[config.mk]
export PLATFORM = sky130hd
export DESIGN_NAME = plic_gateway
export DESIGN_NICKNAME = d
export VERILOG_FILES = /design/src/design/plic_irq_pkg.sv /design/src/design/plic_gateway.sv
export VERILOG_INCLUDE_DIRS = /design/src /design/src/design
export SDC_FILE = /design/constraint.sdc
export NUM_CORES = 1
export LEC_CHECK = 0
export BUFFER_PORTS_ARGS = -buffer_cell sky130_fd_sc_hd__buf_2
export CAP_MARGIN = 20
export CORE_MARGIN = 3
export CORE_UTILIZATION = 41
export CTS_BUF_LIST = sky130_fd_sc_hd__clkbuf_8
export CTS_CLUSTER_SIZE = 16
export DETAILED_ROUTE_END_ITERATION = 16
export GPL_ROUTABILITY_DRIVEN = 0
export GPL_TIMING_DRIVEN = 0
export PLACE_DENSITY = 0.76
export RECOVER_POWER = 100
export SLEW_MARGIN = 25
export SYNTH_ARGS = -nofsm -noshare
export SYNTH_HDL_FRONTEND = slang
export SYNTH_SLANG_ARGS = --single-unit
[constraint.sdc]
create_clock -name clk -period 1.8 [get_ports clk]
set_input_delay 0.09 -clock clk [delete_from_list [all_inputs] [get_ports clk]]
set_output_delay 0.09 -clock clk [all_outputs]
set_load 0.1 [all_outputs]
[src/design/plic_params.svh]
`ifndef PLIC_PARAMS_SVH
`define PLIC_PARAMS_SVH

// source slots, slot 0 is reserved and never fires
`define PLIC_NSRC   32

`define PLIC_NCTX   2   // interrupt contexts

// width of a source priority and of a context threshold
`define PLIC_PRIO_W 3

`define PLIC_DATA_W 32  // register data
`define PLIC_ADDR_W 8   // register word address

// hart-side register ports
`define PLIC_NPORT  2

`endif

[src/design/plic_irq_pkg.sv]
`default_nettype none

`include "plic_params.svh"

// interrupt side: priorities, source ids and per-context setup
package plic_irq_pkg;

    typedef logic [`PLIC_PRIO_W-1:0] prio_t;  // priority or threshold

    // source number, 0 means no source
    typedef logic [$clog2(`PLIC_NSRC)-1:0] src_id_t;

    // claim or complete of one source
    typedef struct packed {
        logic    stb;
        src_id_t id;
    } claim_t;

    typedef struct packed {
        logic [`PLIC_NSRC-1:0] en;      // bit 0 stays clear
        prio_t                 thresh;  // only priorities above this qualify
    } ctx_cfg_t;

endpackage

`default_nettype wire

[src/design/plic_gateway.sv]
`timescale 1ns/100ps
`default_nettype none

`include "plic_params.svh"

module plic_gateway (
    input  wire                                         clk,
    input  wire                                         nrst,
    input  wire [`PLIC_NSRC-1:0]                        i_irq,
    input  wire plic_irq_pkg::prio_t [`PLIC_NSRC-1:0]   i_prio,
    input  wire plic_irq_pkg::claim_t [`PLIC_NCTX-1:0]  i_claim,
    input  wire plic_irq_pkg::claim_t                   i_complete,
    output logic [`PLIC_NSRC-1:0]                       o_pending
);
    import plic_irq_pkg::*;

    logic [`PLIC_NSRC-1:0] pend_q, pend_d;
    logic [`PLIC_NSRC-1:0] insvc_q, insvc_d;  // claimed, waiting for complete
    logic [`PLIC_NSRC-1:0] prio_nz;
    logic [`PLIC_NSRC-1:0] claimed;
    logic [`PLIC_NSRC-1:0] completed;

    always_comb begin
        prio_nz   = '0;  // slot 0 keeps all of these clear
        claimed   = '0;
        completed = '0;
        for (int s = 1; s < `PLIC_NSRC; s++) begin
            prio_nz[s]   = i_prio[s] != '0;
            completed[s] = i_complete.stb && (i_complete.id == src_id_t'(s));
            for (int c = 0; c < `PLIC_NCTX; c++) begin
                if (i_claim[c].stb && (i_claim[c].id == src_id_t'(s))) begin
                    claimed[s] = 1'b1;
                end
            end
        end
        // level arms only an idle source with a priority, claim wins
        pend_d  = (pend_q | (i_irq & prio_nz & ~insvc_q)) & ~claimed;
        insvc_d = (insvc_q | claimed) & ~completed;
    end

    always_ff @(posedge clk or negedge nrst) begin
        if (!nrst) begin
            pend_q  <= '0;
            insvc_q <= '0;
        end else begin
            pend_q  <= pend_d;
            insvc_q <= insvc_d;
        end
    end

    assign o_pending = pend_q;

    a_pend_excl: assert property (@(posedge clk) disable iff (!nrst)
        (pend_q & insvc_q) == '0);

endmodule

`default_nettype wire

==> metrics.txt <==
1st-iter DRT viols 187; Die ar. 8450 um^2; Post-synth ARST share 100%; Syn. warnings 0; Cell variety after synth 24; most common cell after layout, fill and taps aside buf_2; mux contribution to synthesized area 0%; Area Overhead vs Synth 40.3%; Die Span Y 91.9 um; Max Root-Sink Buffers 2; status complete, no violations; WHS 0.00482 ns; CP Max Fanout 2; Pre-antenna DRT Iters 4; Critical Path, Cell by Cell clkbuf_2; layout cell share with drive strength beyond 1 37.7%; DIE WIDTH 91.9 um; leakage power 1.95 nW; # H-tree levels 3; global route overflow 0; Slew @ Worst Pin 0.794 ns; worst path bufs/invs 1; most frequent cells in the layout 134 x buf_2, 62 x dfrtp_1, 32 x nor2_1; post-cts gate resize count 0; crit path launch type flip-flop; # port buffers 174; simple logic cell fraction of the synthesized area 20.5%; final count of hold timing violations 0; vias in the first global route 3022; clk_lat worst skew 0.34 ns; sequential area share after synthesis 51.3%; Routed Antenna Nets 0; PwrDens 1150 nW/um^2; Slew Viols, Final 0; Final Skew roughly 0.0086 ns; fin crit period 1.26 ns; CTS clk-pin slew, worst paths around 0.07 ns; Fill cells 616; Top Metal Used met4; fmax 792 MHz; # IOs 180; Max Cap Viol 0; metal3 WL 669 um; synthesized-area fraction occupied by adder cells 0%; fin crit share 70.1%; largest net degree at the start of global routing 63; headroom to the max-slew limit a little under half; crit path capture type output port; FP Rows 30; Post-Syn Nets 447; Final Setup Violations 0; nets around 640; initial antenna violation count 0; Post-synth EDFFs 0; Tot GR Track Use 21.8%; Setup CP Type reg -> out; Mapped Cells ~300; Syn Area/Cell 10.1 um^2; drt via density 5.32; routed length per placed instance 15.9 um; post-CTS setup buffers 0; ANT cells 0; Initial Utilization 43.4%; first-pass GRT wire length 14.4 mm; Final HPWL DP 7.30 mm; Core ar. between 6000 and 7000 um^2; worst min-delay path class in -> reg; Synth Area in Compound Gates 23.0%; Via Count 3134; Num CTS Buffers 9; # DRC 0; main flop type after synthesis dfrtp_1; crit path DAT 1.17 ns; Max VDD drop ~0.00055 V; WL met2 about 4.6 mm; Routed Wire Length 9.34 mm; slowest stage cell, crit path clkbuf_2; CTS tree done; Met1 Wirelength 3.92 mm; CP peak stage delay 0.46 ns; TNS Setup 0 ns; RSZ-0062 raised after global routing no; Synth Area in XOR/XNOR 0%; Root Driver clkbuf_8; cell family with most CP delay buffers and inverters; Mapped Area 3030 um^2; largest family of logic cells by synthesized area compound AO/OA/AOI/OAI gates; WP data required 1.71 ns; clock sinks between 60 and 70; synthesis-stage register bit count 62
worst register-to-register path, delay by kind of cell (launching register included):
family                 cells  cell delay [ns]
and+or+nand+nor            1             0.07
DFF                        1             0.36
buffers and inverters      1             0.05
AOI/OAI and AO/OA          1             0.16
metal layers:
| metal | vias to the layer above | global-route usage (%) |
|---|---|---|
| li1 | 1506 | - |
| met1 | 1477 | 27.3 |
| met2 | 138 | 36.9 |
| met3 | 13 | 5.50 |
| met4 | 0 | 7.18 |
| met5 | - | 0 |
metrics by stage:
stage | setup WS [ns] | instance area (um^2) | util, % | power [mW] | std cells
after global placement | 0.472 | 4020 | 57.5 | 3.48 | 569
after global routing | 0.488 | 4250 | 60.8 | 5.14 | 589
after detailed placement | 0.427 | 4020 | 57.6 | 3.52 | 569
after CTS | 0.554 | 4290 | 61.5 | 4.94 | 589
after floorplan | 0.620 | 3030 | - | 3.08 | 299
final | 0.538 | 4250 | 60.8 | 4.90 | 589
worst paths after layout:
kind                               startpoint             to  slack (ns)  cells past startpoint
worst max-delay path            o_pending[28]  o_pending[28]        0.54                      1
worst min-delay path                i_irq[24]  o_pending[24]       0.005                      3
worst max register to register    insvc_q[25]  o_pending[25]        1.04                      3
worst min register to register    insvc_q[31]    insvc_q[31]        0.50                      1
max in group asynchronous                nrst     insvc_q[6]        0.90                      2
min in group asynchronous                nrst  o_pending[24]        0.37                      2
synthesized netlist by cell type, types with 3 or more instances:
library cell  number  share of area, %
nor2_1            32               4.0
clkbuf_1           8              0.99
o22ai_1           26               5.4
nand4bb_1          6               2.2
o22a_1            12               3.5
nand2b_1           7               1.4
nand4b_1           9               2.6
o22ai_2            5               2.1
nand4_1            3              0.62
dfrtp_1           62                51
nand2_1            4              0.50
a31oi_1           31               6.4
o32a_1             4               1.3
a2bb2oi_1         15               4.3
inv_1             31               3.8
or3_1             31               6.4
final cells by class:
class,count,area [um^2],area share (%)
buffer,9,37.5,0.884
clock buffer,11,151,3.56
clock inverter,5,81.3,1.91
inverter,31,116,2.74
multi-input combinational,197,1290,30.3
sequential,62,1550,36.5
tap,96,120,2.83
timing repair buffer,178,903,21.3
registers in the layout, indices dropped and copies added, names as in the netlist:
| register | count |
|---|---|
| insvc_q | 31 |
| o_pending | 31 |
power breakdown:
part / leakage, nW / total (mW) / internal [mW] / switching (mW)
Clock: 0.116 / 1.41 / 0.855 / 0.550
Combinational: 1.18 / 1.64 / 0.454 / 1.19
Sequential: 0.651 / 1.85 / 1.69 / 0.163
Total: 1.95 / 4.90 / 3.00 / 1.90
logic make-up after synthesis:
group / count (synthesis)
buf+inv: 40
other cells: 1
compound gates: 93
simple gates: 103
flops: 62
repair_timing:
action | in CTS | in global routing
endpoints found under the hold margin | 65 | 0
hold buffers | 4 | 0
setup endpoints to repair | 0 | 0
Note: power is estimated with default switching activity, not from simulation.
