==> src/design/plic_params.svh <==
`ifndef PLIC_PARAMS_SVH
`define PLIC_PARAMS_SVH

// source slots, slot 0 is reserved and never fires
`define PLIC_NSRC   32

`define PLIC_NCTX   2   // interrupt contexts

// width of a source priority and of a context threshold
`define PLIC_PRIO_W 3

`define PLIC_DATA_W 32  // register data
`define PLIC_ADDR_W 8   // register word address

// hart-side register ports
`define PLIC_NPORT  2

`endif

==> src/design/plic_bus_pkg.sv <==
`default_nettype none

`include "plic_params.svh"

// register bus between the hart ports and the register block
package plic_bus_pkg;

    // index of the hart port that issued a request
    typedef logic [$clog2(`PLIC_NPORT)-1:0] port_tag_t;

    typedef struct packed {
        logic                    wr;     // 1 = write, 0 = read
        logic [`PLIC_ADDR_W-1:0] addr;   // word address
        logic [`PLIC_DATA_W-1:0] wdata;
    } reg_req_t;

    typedef struct packed {
        logic [`PLIC_DATA_W-1:0] rdata;
    } reg_rsp_t;

endpackage

`default_nettype wire

==> src/design/plic_irq_pkg.sv <==
`default_nettype none

`include "plic_params.svh"

// interrupt side: priorities, source ids and per-context setup
package plic_irq_pkg;

    typedef logic [`PLIC_PRIO_W-1:0] prio_t;  // priority or threshold

    // source number, 0 means no source
    typedef logic [$clog2(`PLIC_NSRC)-1:0] src_id_t;

    // claim or complete of one source
    typedef struct packed {
        logic    stb;
        src_id_t id;
    } claim_t;

    typedef struct packed {
        logic [`PLIC_NSRC-1:0] en;      // bit 0 stays clear
        prio_t                 thresh;  // only priorities above this qualify
    } ctx_cfg_t;

endpackage

`default_nettype wire

==> src/design/plic_regs.sv <==
`timescale 1ns/100ps
`default_nettype none

`include "plic_params.svh"

module plic_regs (
    input  wire                                           clk,
    input  wire                                           nrst,
    input  wire                                           i_bus_stb,
    input  wire plic_bus_pkg::reg_req_t                   i_bus_req,
    input  wire plic_bus_pkg::port_tag_t                  i_bus_tag,
    output logic                                          o_rsp_stb,
    output plic_bus_pkg::reg_rsp_t                        o_rsp,
    output plic_bus_pkg::port_tag_t                       o_rsp_tag,
    output plic_irq_pkg::prio_t [`PLIC_NSRC-1:0]          o_prio,
    output plic_irq_pkg::ctx_cfg_t [`PLIC_NCTX-1:0]       o_cfg,
    input  wire [`PLIC_NSRC-1:0]                          i_pending,
    input  wire plic_irq_pkg::src_id_t [`PLIC_NCTX-1:0]   i_best_id,
    output plic_irq_pkg::claim_t [`PLIC_NCTX-1:0]         o_claim,
    output plic_irq_pkg::claim_t                          o_complete
);
    import plic_bus_pkg::*;
    import plic_irq_pkg::*;

    localparam logic [`PLIC_ADDR_W-1:0] ADDR_PEND = 'h20;
    localparam logic [`PLIC_ADDR_W-1:0] ADDR_EN   = 'h21;  // plus context
    localparam logic [`PLIC_ADDR_W-1:0] ADDR_THR  = 'h30;  // plus 2*context with claim one above

    prio_t [`PLIC_NSRC-1:0]    prio_q, prio_d;
    ctx_cfg_t [`PLIC_NCTX-1:0] cfg_q, cfg_d;
    claim_t [`PLIC_NCTX-1:0]   claim_q, claim_d;
    claim_t                    complete_q, complete_d;
    logic [`PLIC_DATA_W-1:0]   rdata;
    logic [`PLIC_ADDR_W-1:0]   addr;
    logic                      wr;
    logic                      rsp_stb_q;
    reg_rsp_t                  rsp_q;
    port_tag_t                 tag_q;

    assign addr = i_bus_req.addr;
    assign wr   = i_bus_stb && i_bus_req.wr;

    always_comb begin
        logic [`PLIC_ADDR_W-1:0] a_en;
        logic [`PLIC_ADDR_W-1:0] a_thr;
        prio_d     = prio_q;
        cfg_d      = cfg_q;
        claim_d    = '0;
        complete_d = '0;
        rdata      = '0;

        if (addr < `PLIC_ADDR_W'(`PLIC_NSRC)) begin
            rdata[`PLIC_PRIO_W-1:0] = prio_q[src_id_t'(addr)];
            if (wr && addr != '0) begin  // source 0 has no priority
                prio_d[src_id_t'(addr)] = prio_t'(i_bus_req.wdata);
            end
        end
        if (addr == ADDR_PEND) begin
            rdata[`PLIC_NSRC-1:0] = i_pending;  // read-only
        end

        for (int c = 0; c < `PLIC_NCTX; c++) begin
            a_en  = ADDR_EN + `PLIC_ADDR_W'(c);
            a_thr = ADDR_THR + `PLIC_ADDR_W'(2 * c);
            if (addr == a_en) begin
                rdata[`PLIC_NSRC-1:0] = cfg_q[c].en;
                if (wr) begin
                    cfg_d[c].en    = i_bus_req.wdata[`PLIC_NSRC-1:0];
                    cfg_d[c].en[0] = 1'b0;
                end
            end
            if (addr == a_thr) begin
                rdata[`PLIC_PRIO_W-1:0] = cfg_q[c].thresh;
                if (wr) begin
                    cfg_d[c].thresh = prio_t'(i_bus_req.wdata);
                end
            end
            if (addr == a_thr + 1'b1) begin
                if (wr) begin
                    complete_d.id  = src_id_t'(i_bus_req.wdata);
                    complete_d.stb = complete_d.id != '0;
                end else begin
                    // the id returned here is the one claimed
                    rdata[$bits(src_id_t)-1:0] = i_best_id[c];
                    claim_d[c].id              = i_best_id[c];
                    claim_d[c].stb             = i_bus_stb && i_best_id[c] != '0;
                end
            end
        end
    end

    always_ff @(posedge clk or negedge nrst) begin
        if (!nrst) begin
            prio_q     <= '0;
            cfg_q      <= '0;
            claim_q    <= '0;
            complete_q <= '0;
            rsp_stb_q  <= 1'b0;
        end else begin
            prio_q     <= prio_d;
            cfg_q      <= cfg_d;
            claim_q    <= claim_d;
            complete_q <= complete_d;
            rsp_stb_q  <= i_bus_stb;
        end
    end

    always_ff @(posedge clk) begin
        if (i_bus_stb) begin
            rsp_q.rdata <= rdata;
            tag_q       <= i_bus_tag;
        end
    end

    assign o_rsp_stb  = rsp_stb_q;
    assign o_rsp      = rsp_q;
    assign o_rsp_tag  = tag_q;
    assign o_prio     = prio_q;
    assign o_cfg      = cfg_q;
    assign o_claim    = claim_q;
    assign o_complete = complete_q;

    // a claim always names a real source
    for (genvar c = 0; c < `PLIC_NCTX; c++) begin : g_claim_chk
        a_claim_id: assert property (@(posedge clk) disable iff (!nrst)
            o_claim[c].stb |-> o_claim[c].id != '0);
    end

endmodule

`default_nettype wire

==> config.mk <==
export PLATFORM = sky130hd
export DESIGN_NAME = plic_regs
export DESIGN_NICKNAME = d
export VERILOG_FILES = /design/src/design/plic_bus_pkg.sv /design/src/design/plic_irq_pkg.sv /design/src/design/plic_regs.sv
export VERILOG_INCLUDE_DIRS = /design/src /design/src/design
export SDC_FILE = /design/constraint.sdc
export NUM_CORES = 1
export LEC_CHECK = 0
export BUFFER_PORTS_ARGS = -buffer_cell sky130_fd_sc_hd__buf_2
export CORE_MARGIN = 8
export CORE_UTILIZATION = 56
export CTS_CLUSTER_SIZE = 28
export DETAILED_ROUTE_END_ITERATION = 10
export GPL_ROUTABILITY_DRIVEN = 0
export PLACE_DENSITY = 0.86
export SYNTH_ARGS = -nofsm -noshare
export SYNTH_HDL_FRONTEND = slang
export SYNTH_SLANG_ARGS = --single-unit
==> constraint.sdc <==
create_clock -name clk -period 3.3 [get_ports clk]
set_input_delay 0.165 -clock clk [delete_from_list [all_inputs] [get_ports clk]]
set_output_delay 0.165 -clock clk [all_outputs]
set_load 0.03 [all_outputs]
==> reports/qor.yml, run 1 <==
min_path_type: "input pin to flop"
final_common_cell: "buf_2"
min_period_ns: 2.36
crit_path_max_fanout: 35
fp.dieW_um: 149
multiInputGateArea_um2: 3870
clock.fmax_mhz: 424
status: "complete, no violations"
drc: 0
criticalPathCategory: "input pin to flop"
ys_seq_elements: 216
grt_use_total_pct: 29.6
synth-compound-area-share_pct: 6.05
num_rows: 48
synth-seq-area-share_pct: 56.6
clkSinkCount: 216
cts_buffer_depth: 3
grt_pass1_wl_mm: 50.3
antenna_found_initial: 4
ys.flop_type: "dfrtp_1"
grt_max_degree: 69
drt_iter0_drc: 913
io_pins: 305
stdcell_area_um2: 12800
clk_pin_slew_ns: 0.07
pwr-share-clk_pct: 42.8
p_sw_mw: 1.53
area_growth_syn_to_layout_pct: 30.3
drt-met1-wl_mm: 11.9
synth_mux_area_share_pct: 24.8
placeableCoreArea_um2: 17200
p_seq_share_pct: 46.6
worstRegToRegCells: 6
post_cts_buffers: 0
dieHeight_um: 149
sw_frac_of_total_pct: 25.2
finalMaxSlewViolations: 0
ir_drop_v: 0.000346
synthCells: 716
synth_area_um2: 9840
dp_hpwl_mm: 23.4
p_int_mw: 4.56
dieArea_um2: 22100
fin_util_pct: 74.4
synth_xor_area_share_pct: 0
end_kind: "flop"
synthAdderAreaFrac_pct: 0
slew_headroom_pct: 13.2
numCtsBuffers: 23
maxCapViolations: 0
synth.distinct_cells: 60
drive_above_1_share_pct: 49.3
nFillCells: 1039
vias: 7966
routed_via_density: 6.09
yosysWarnings: 0
p_comb_share_pct: 10.6
whs_path_depth: 3
final-hold-violation-count: 0
cp.arrival_ns: 2.80
place_area_um2: 11500
finClkSkew_ns: 0.0104
synthArstFlopShare_pct: 84.7
grt_pass1_vias: 8307
syn-mean-instance-area_um2: 13.7
root_buffer: "clkbuf_16"
regArea_um2: 5570
top_layer: "met5"
worst_pin_slew_ns: 1.30
fin_nets: 1152
synth_top_family_by_area: "multiplexers"
htreeDepth: 1
wl_met2_mm: 16.6
grt_overflow: 0
cellPowerDensity_nw_per_um2: 475
wl_per_cell_um: 25.8
startpoint_type: "input pin"
ant_nets: 0
rsz0062_at_grt: "no"
synth_edf_count: 33
final_cell_mix: "buf_2 (301), dfrtp_1 (183), mux2_2 (126), dlygate4sd3_1 (60), mux2i_1 (34)"
route.met3.wl_mm: 3.38
worst_ep_required_time_ns: 3.74
first_pass_iters: 7
tns_ns: 0
cts_tree: "done"
p_leak_nw: 6.92
initial_core_util_pct: 57.1
drt_wl_total_mm: 33.7
setup_viol: 0
finalCritPeriodShare_pct: 71.5
portBuffers: 302
clock_latency_ns: 0.51
synthSimpleGateAreaFrac_pct: 8.38
## cell families (layout without fill, tap and decap cells)
family,after synthesis,in the layout
muxes,203,203
AOI/OAI and AO/OA,74,74
and+or+nand+nor,143,143
buffers and inverters,79,443
other,1,3
DFF,216,216
## layer usage
metal / track usage, % / vias up
li1: - / 3321
met1: 34.7 / 3964
met2: 50.0 / 556
met3: 6.99 / 119
met4: 15.2 / 6
met5: 0 / -
## flip-flops by register name, indices dropped and copies added, names as in the netlist
signal	flops
o_cfg	68
o_claim	12
o_complete	6
o_prio	96
o_rsp	32
o_rsp_stb	1
o_rsp_tag	1
## what timing repair did
item / 4_1_cts / 5_1_grt
setup endpoints to repair: 0 / 0
hold buffers: 60 / 0
gates resized for setup: 0 / 0
endpoints found under the hold margin: 138 / 0
## per-stage QoR
| stage | power (mW) | worst slack (ns) | hold WS, ns | instances |
|---|---|---|---|---|
| 3_3_place_gp | 3.45 | 0.641 | 0.135 | 1205 |
| 3_5_place_dp | 3.47 | 0.590 | 0.132 | 1205 |
| 4_1_cts | 6.12 | 1.04 | 0.00408 | 1306 |
| 5_1_grt | 6.27 | 0.824 | 0.0183 | 1307 |
| 6_report | 6.09 | 0.940 | 0.0189 | 1307 |
| 2_1_floorplan | 3.20 | 1.43 | -0.131 | 717 |
## layout make-up
type | count | share of cell area [%]
inverters | 28 | 0.820
well taps | 225 | 2.20
flip-flops and latches | 216 | 43.4
diodes | 1 | 0.0195
multi-input cells | 422 | 30.2
clock inverters | 11 | 0.878
clock buffers | 30 | 5.09
repair buffers | 374 | 17.3
## critical path, cell delays in order
cell and delay, ns:
buf_2 0.77, buf_4 0.42, buf_4 0.20, nand2_1 0.07, nor2_1 0.33, o311a_1 0.23
dlygate4sd3_1 0.57
## Yosys cell counts (6+ instances only)
master / number / area, µm²
clkbuf_1: 19 / 71.3
edfxtp_1: 33 / 991
buf_2: 14 / 70.1
buf_6: 8 / 90.1
nand3_1: 6 / 30.0
nand2_1: 26 / 97.6
nor3_1: 11 / 55.1
dfrtp_1: 183 / 4580
buf_4: 8 / 60.1
nor2b_1: 6 / 37.5
and2_1: 17 / 106
nand2b_1: 11 / 68.8
mux4_2: 7 / 158
o22ai_1: 8 / 50.1
inv_1: 28 / 105
mux2_2: 126 / 1420
a222oi_1: 29 / 290
mux2i_1: 34 / 340
nor2_1: 32 / 120
mux2_4: 31 / 465
a21oi_1: 13 / 65.1
## path summary, 6_finish.rpt
kind	slack [ns]	from	to
worst max register to register	1.34	o_prio[53]	o_rsp[2]
worst min register to register	0.44	o_prio[1]	o_prio[1]
max in group asynchronous	2.17	nrst	o_cfg[42]
worst min-delay path	0.02	i_pending[28]	o_rsp[28]
worst max-delay path	0.94	i_bus_req[32]	o_claim[11]
min in group asynchronous	0.17	nrst	o_cfg[29]
## power by group through the flow
stage	clock network (mW)	registers [mW]	logic (mW)
2_1_floorplan	0	3.02	0.176
3_3_place_gp	0	2.88	0.573
3_5_place_dp	0	2.88	0.583
4_1_cts	2.64	2.83	0.643
5_1_grt	2.74	2.84	0.683
6_report	2.61	2.84	0.649
Note: power is estimated with default switching activity, not from simulation.
==> run 2: changes to the inputs <==
--- a/config.mk
+++ b/config.mk
@@ -8,11 +8,11 @@
 export LEC_CHECK = 0
 export BUFFER_PORTS_ARGS = -buffer_cell sky130_fd_sc_hd__buf_2
 export CORE_MARGIN = 8
-export CORE_UTILIZATION = 56
+export CORE_UTILIZATION = 47
 export CTS_CLUSTER_SIZE = 28
 export DETAILED_ROUTE_END_ITERATION = 10
 export GPL_ROUTABILITY_DRIVEN = 0
-export PLACE_DENSITY = 0.86
+export PLACE_DENSITY = 0.77
 export SYNTH_ARGS = -nofsm -noshare
 export SYNTH_HDL_FRONTEND = slang
 export SYNTH_SLANG_ARGS = --single-unit
==> constraint.sdc (replaced) <==
create_clock -name clk -period 2 [get_ports clk]
set_input_delay 0.1 -clock clk [delete_from_list [all_inputs] [get_ports clk]]
set_output_delay 0.1 -clock clk [all_outputs]
set_load 0.03 [all_outputs]
==> run 2 against run 1 <==
  * First-iteration DRC count is 3.2% lower
  * Die area is 17% higher
  * Worst hold slack better by 0.016 ns
  * Critical path depth is 1 lower
==> reports/qor.yml, run 2 (same netlist as run 1, synthesis figures left out) <==
status: "complete, no violations"
startpoint_type: "flop"
portBuffers: 302
reg2reg_from: "o_prio[82]"
crit_start: "o_prio[82]"
crit_chain: "mux4_2 -> and4b_1 -> a31oi_1 -> o311a_1 -> a31o_2 -> nand3_1"
min_path_type: "input pin to flop"
grt_max_degree: 52
finalMaxSlewViolations: 0
area_growth_syn_to_layout_pct: 36.6
setup_viol: 0
io_pins: 305
grt_pass1_vias: 8536
final-hold-violation-count: 0
grt_overflow: 0
clk_pin_slew_ns: 0.06
dieArea_um2: 25800
clock.fmax_mhz: 524
cellPowerDensity_nw_per_um2: 785
drt_iter0_drc: 884
min_period_ns: 1.91
worst_pin_slew_ns: 0.537
first_pass_iters: 6
cts_buffer_depth: 3
numCtsBuffers: 24
holdWs_ns: 0.0347
drc: 0
fin_nets: 1194
num_rows: 53
nFillCells: 1468
finalCritPeriodShare_pct: 95.4
p_leak_nw: 7.21
crit_path_max_fanout: 3
clkSinkCount: 216
fp.dieW_um: 161
dp_hpwl_mm: 25.2
drive_above_1_share_pct: 50.5
cp.arrival_ns: 2.16
hold_start: "i_pending[2]"
drt_wl_total_mm: 35.4
critPathMaxStageDelay_ns: 0.49
end_kind: "flop"
final_common_cell: "buf_2"
finClkSkew_ns: 0.00863
ir_drop_v: 0.000633
rsz0062_at_grt: "no"
grt_pass1_wl_mm: 53.7
grt_use_total_pct: 26.6
antenna_found_initial: 0
criticalPathCategory: "flop to flop"
clock_latency_ns: 0.51
maxCapViolations: 0
htreeDepth: 1
crit_slowest_cell: "mux4_2"
vias: 7968
placeableCoreArea_um2: 20800
ant_nets: 0
initial_core_util_pct: 47.4
num_antenna_cells: 0
wl_per_cell_um: 25.3
cts_tree: "done"
dieHeight_um: 161
power.total_mw: 10.6
slew_headroom_pct: 64.2
largest_register_ffs: 96
final_cell_mix: "buf_2 (301), dfrtp_1 (183), mux2_2 (126), dlygate4sd3_1 (69), mux2i_1 (34)"
worst_ep_required_time_ns: 2.26
routed_via_density: 5.70
root_buffer: "clkbuf_16"
## run 2: cell count changes in the layout (fill, tap and decap cells not counted), sizes merged
cell         previous run  this run
buf                   314       346
clkinvlp                1         0
clkinv                  6         1
inv                    30        28
diode                   1         0
dlygate4sd3            60        69
clkbuf                 30        39
bufinv                  2         3
## run 2: repair_timing
action | CTS | global route
endpoints found under the setup margin | 0 | 1
resized for setup | 0 | 1
endpoints found under the hold margin | 219 | 0
buffers inserted | 0 | 0
hold buffers | 69 | 0
## run 2: routing by layer
metal	wire length [µm]	track usage (%)
met2	18000	47.3
met3	3510	7.14
met1	13000	31.0
met5	0	0
met4	933	7.77
## run 2: path summary, 6_finish.rpt
path	end	slack, ns	cells past startpoint
setup / recovery	o_rsp[1]	0.09	6
hold / removal	o_rsp[2]	0.03	3
setup reg to reg	o_rsp[1]	0.09	6
hold reg to reg	o_prio[0]	0.44	0
max in group asynchronous	o_prio[88]	1.23	3
min in group asynchronous	o_rsp_stb	0.12	2
## run 2: worst max-delay path, delay by kind of cell, from the launching register on
family	cells	cell delay, ns
simple gates	2	0.26
mux	1	0.49
flops	1	0.40
compound gates	3	0.52
## run 2: area by class of cell
cell class	instances	area [µm²]	share of cell area (%)
Clock buffer	39	768	5.72
Clock inverter	4	95.1	0.708
Inverter	28	105	0.782
Multi-Input combinational cell	422	3880	28.9
Sequential cell	216	5570	41.4
Tap cell	275	344	2.56
Timing Repair Buffer	415	2680	19.9
## run 2: metrics by stage
step                std cells  setup slack [ns]  area, µm²  util (%)  setup TNS [ns]
floorplan                 717             0.129       9840         -               0
global placement         1287          -0.00499      11900      57.2        -0.00499
detailed placement       1287           -0.0613      11900      57.2          -0.136
CTS                      1399             0.105      13400      64.7               0
global route             1399           0.00699      13400      64.8               0
finish                   1399            0.0924      13400      64.8               0
## run 2: power breakdown
part | switching (mW) | leakage [nW] | total, mW | internal, mW
Clock | 1.74 | 0.425 | 4.73 | 3.00
Sequential | 0.103 | 2.85 | 4.69 | 4.59
Combinational | 0.706 | 3.93 | 1.14 | 0.429
Total | 2.54 | 7.21 | 10.6 | 8.01
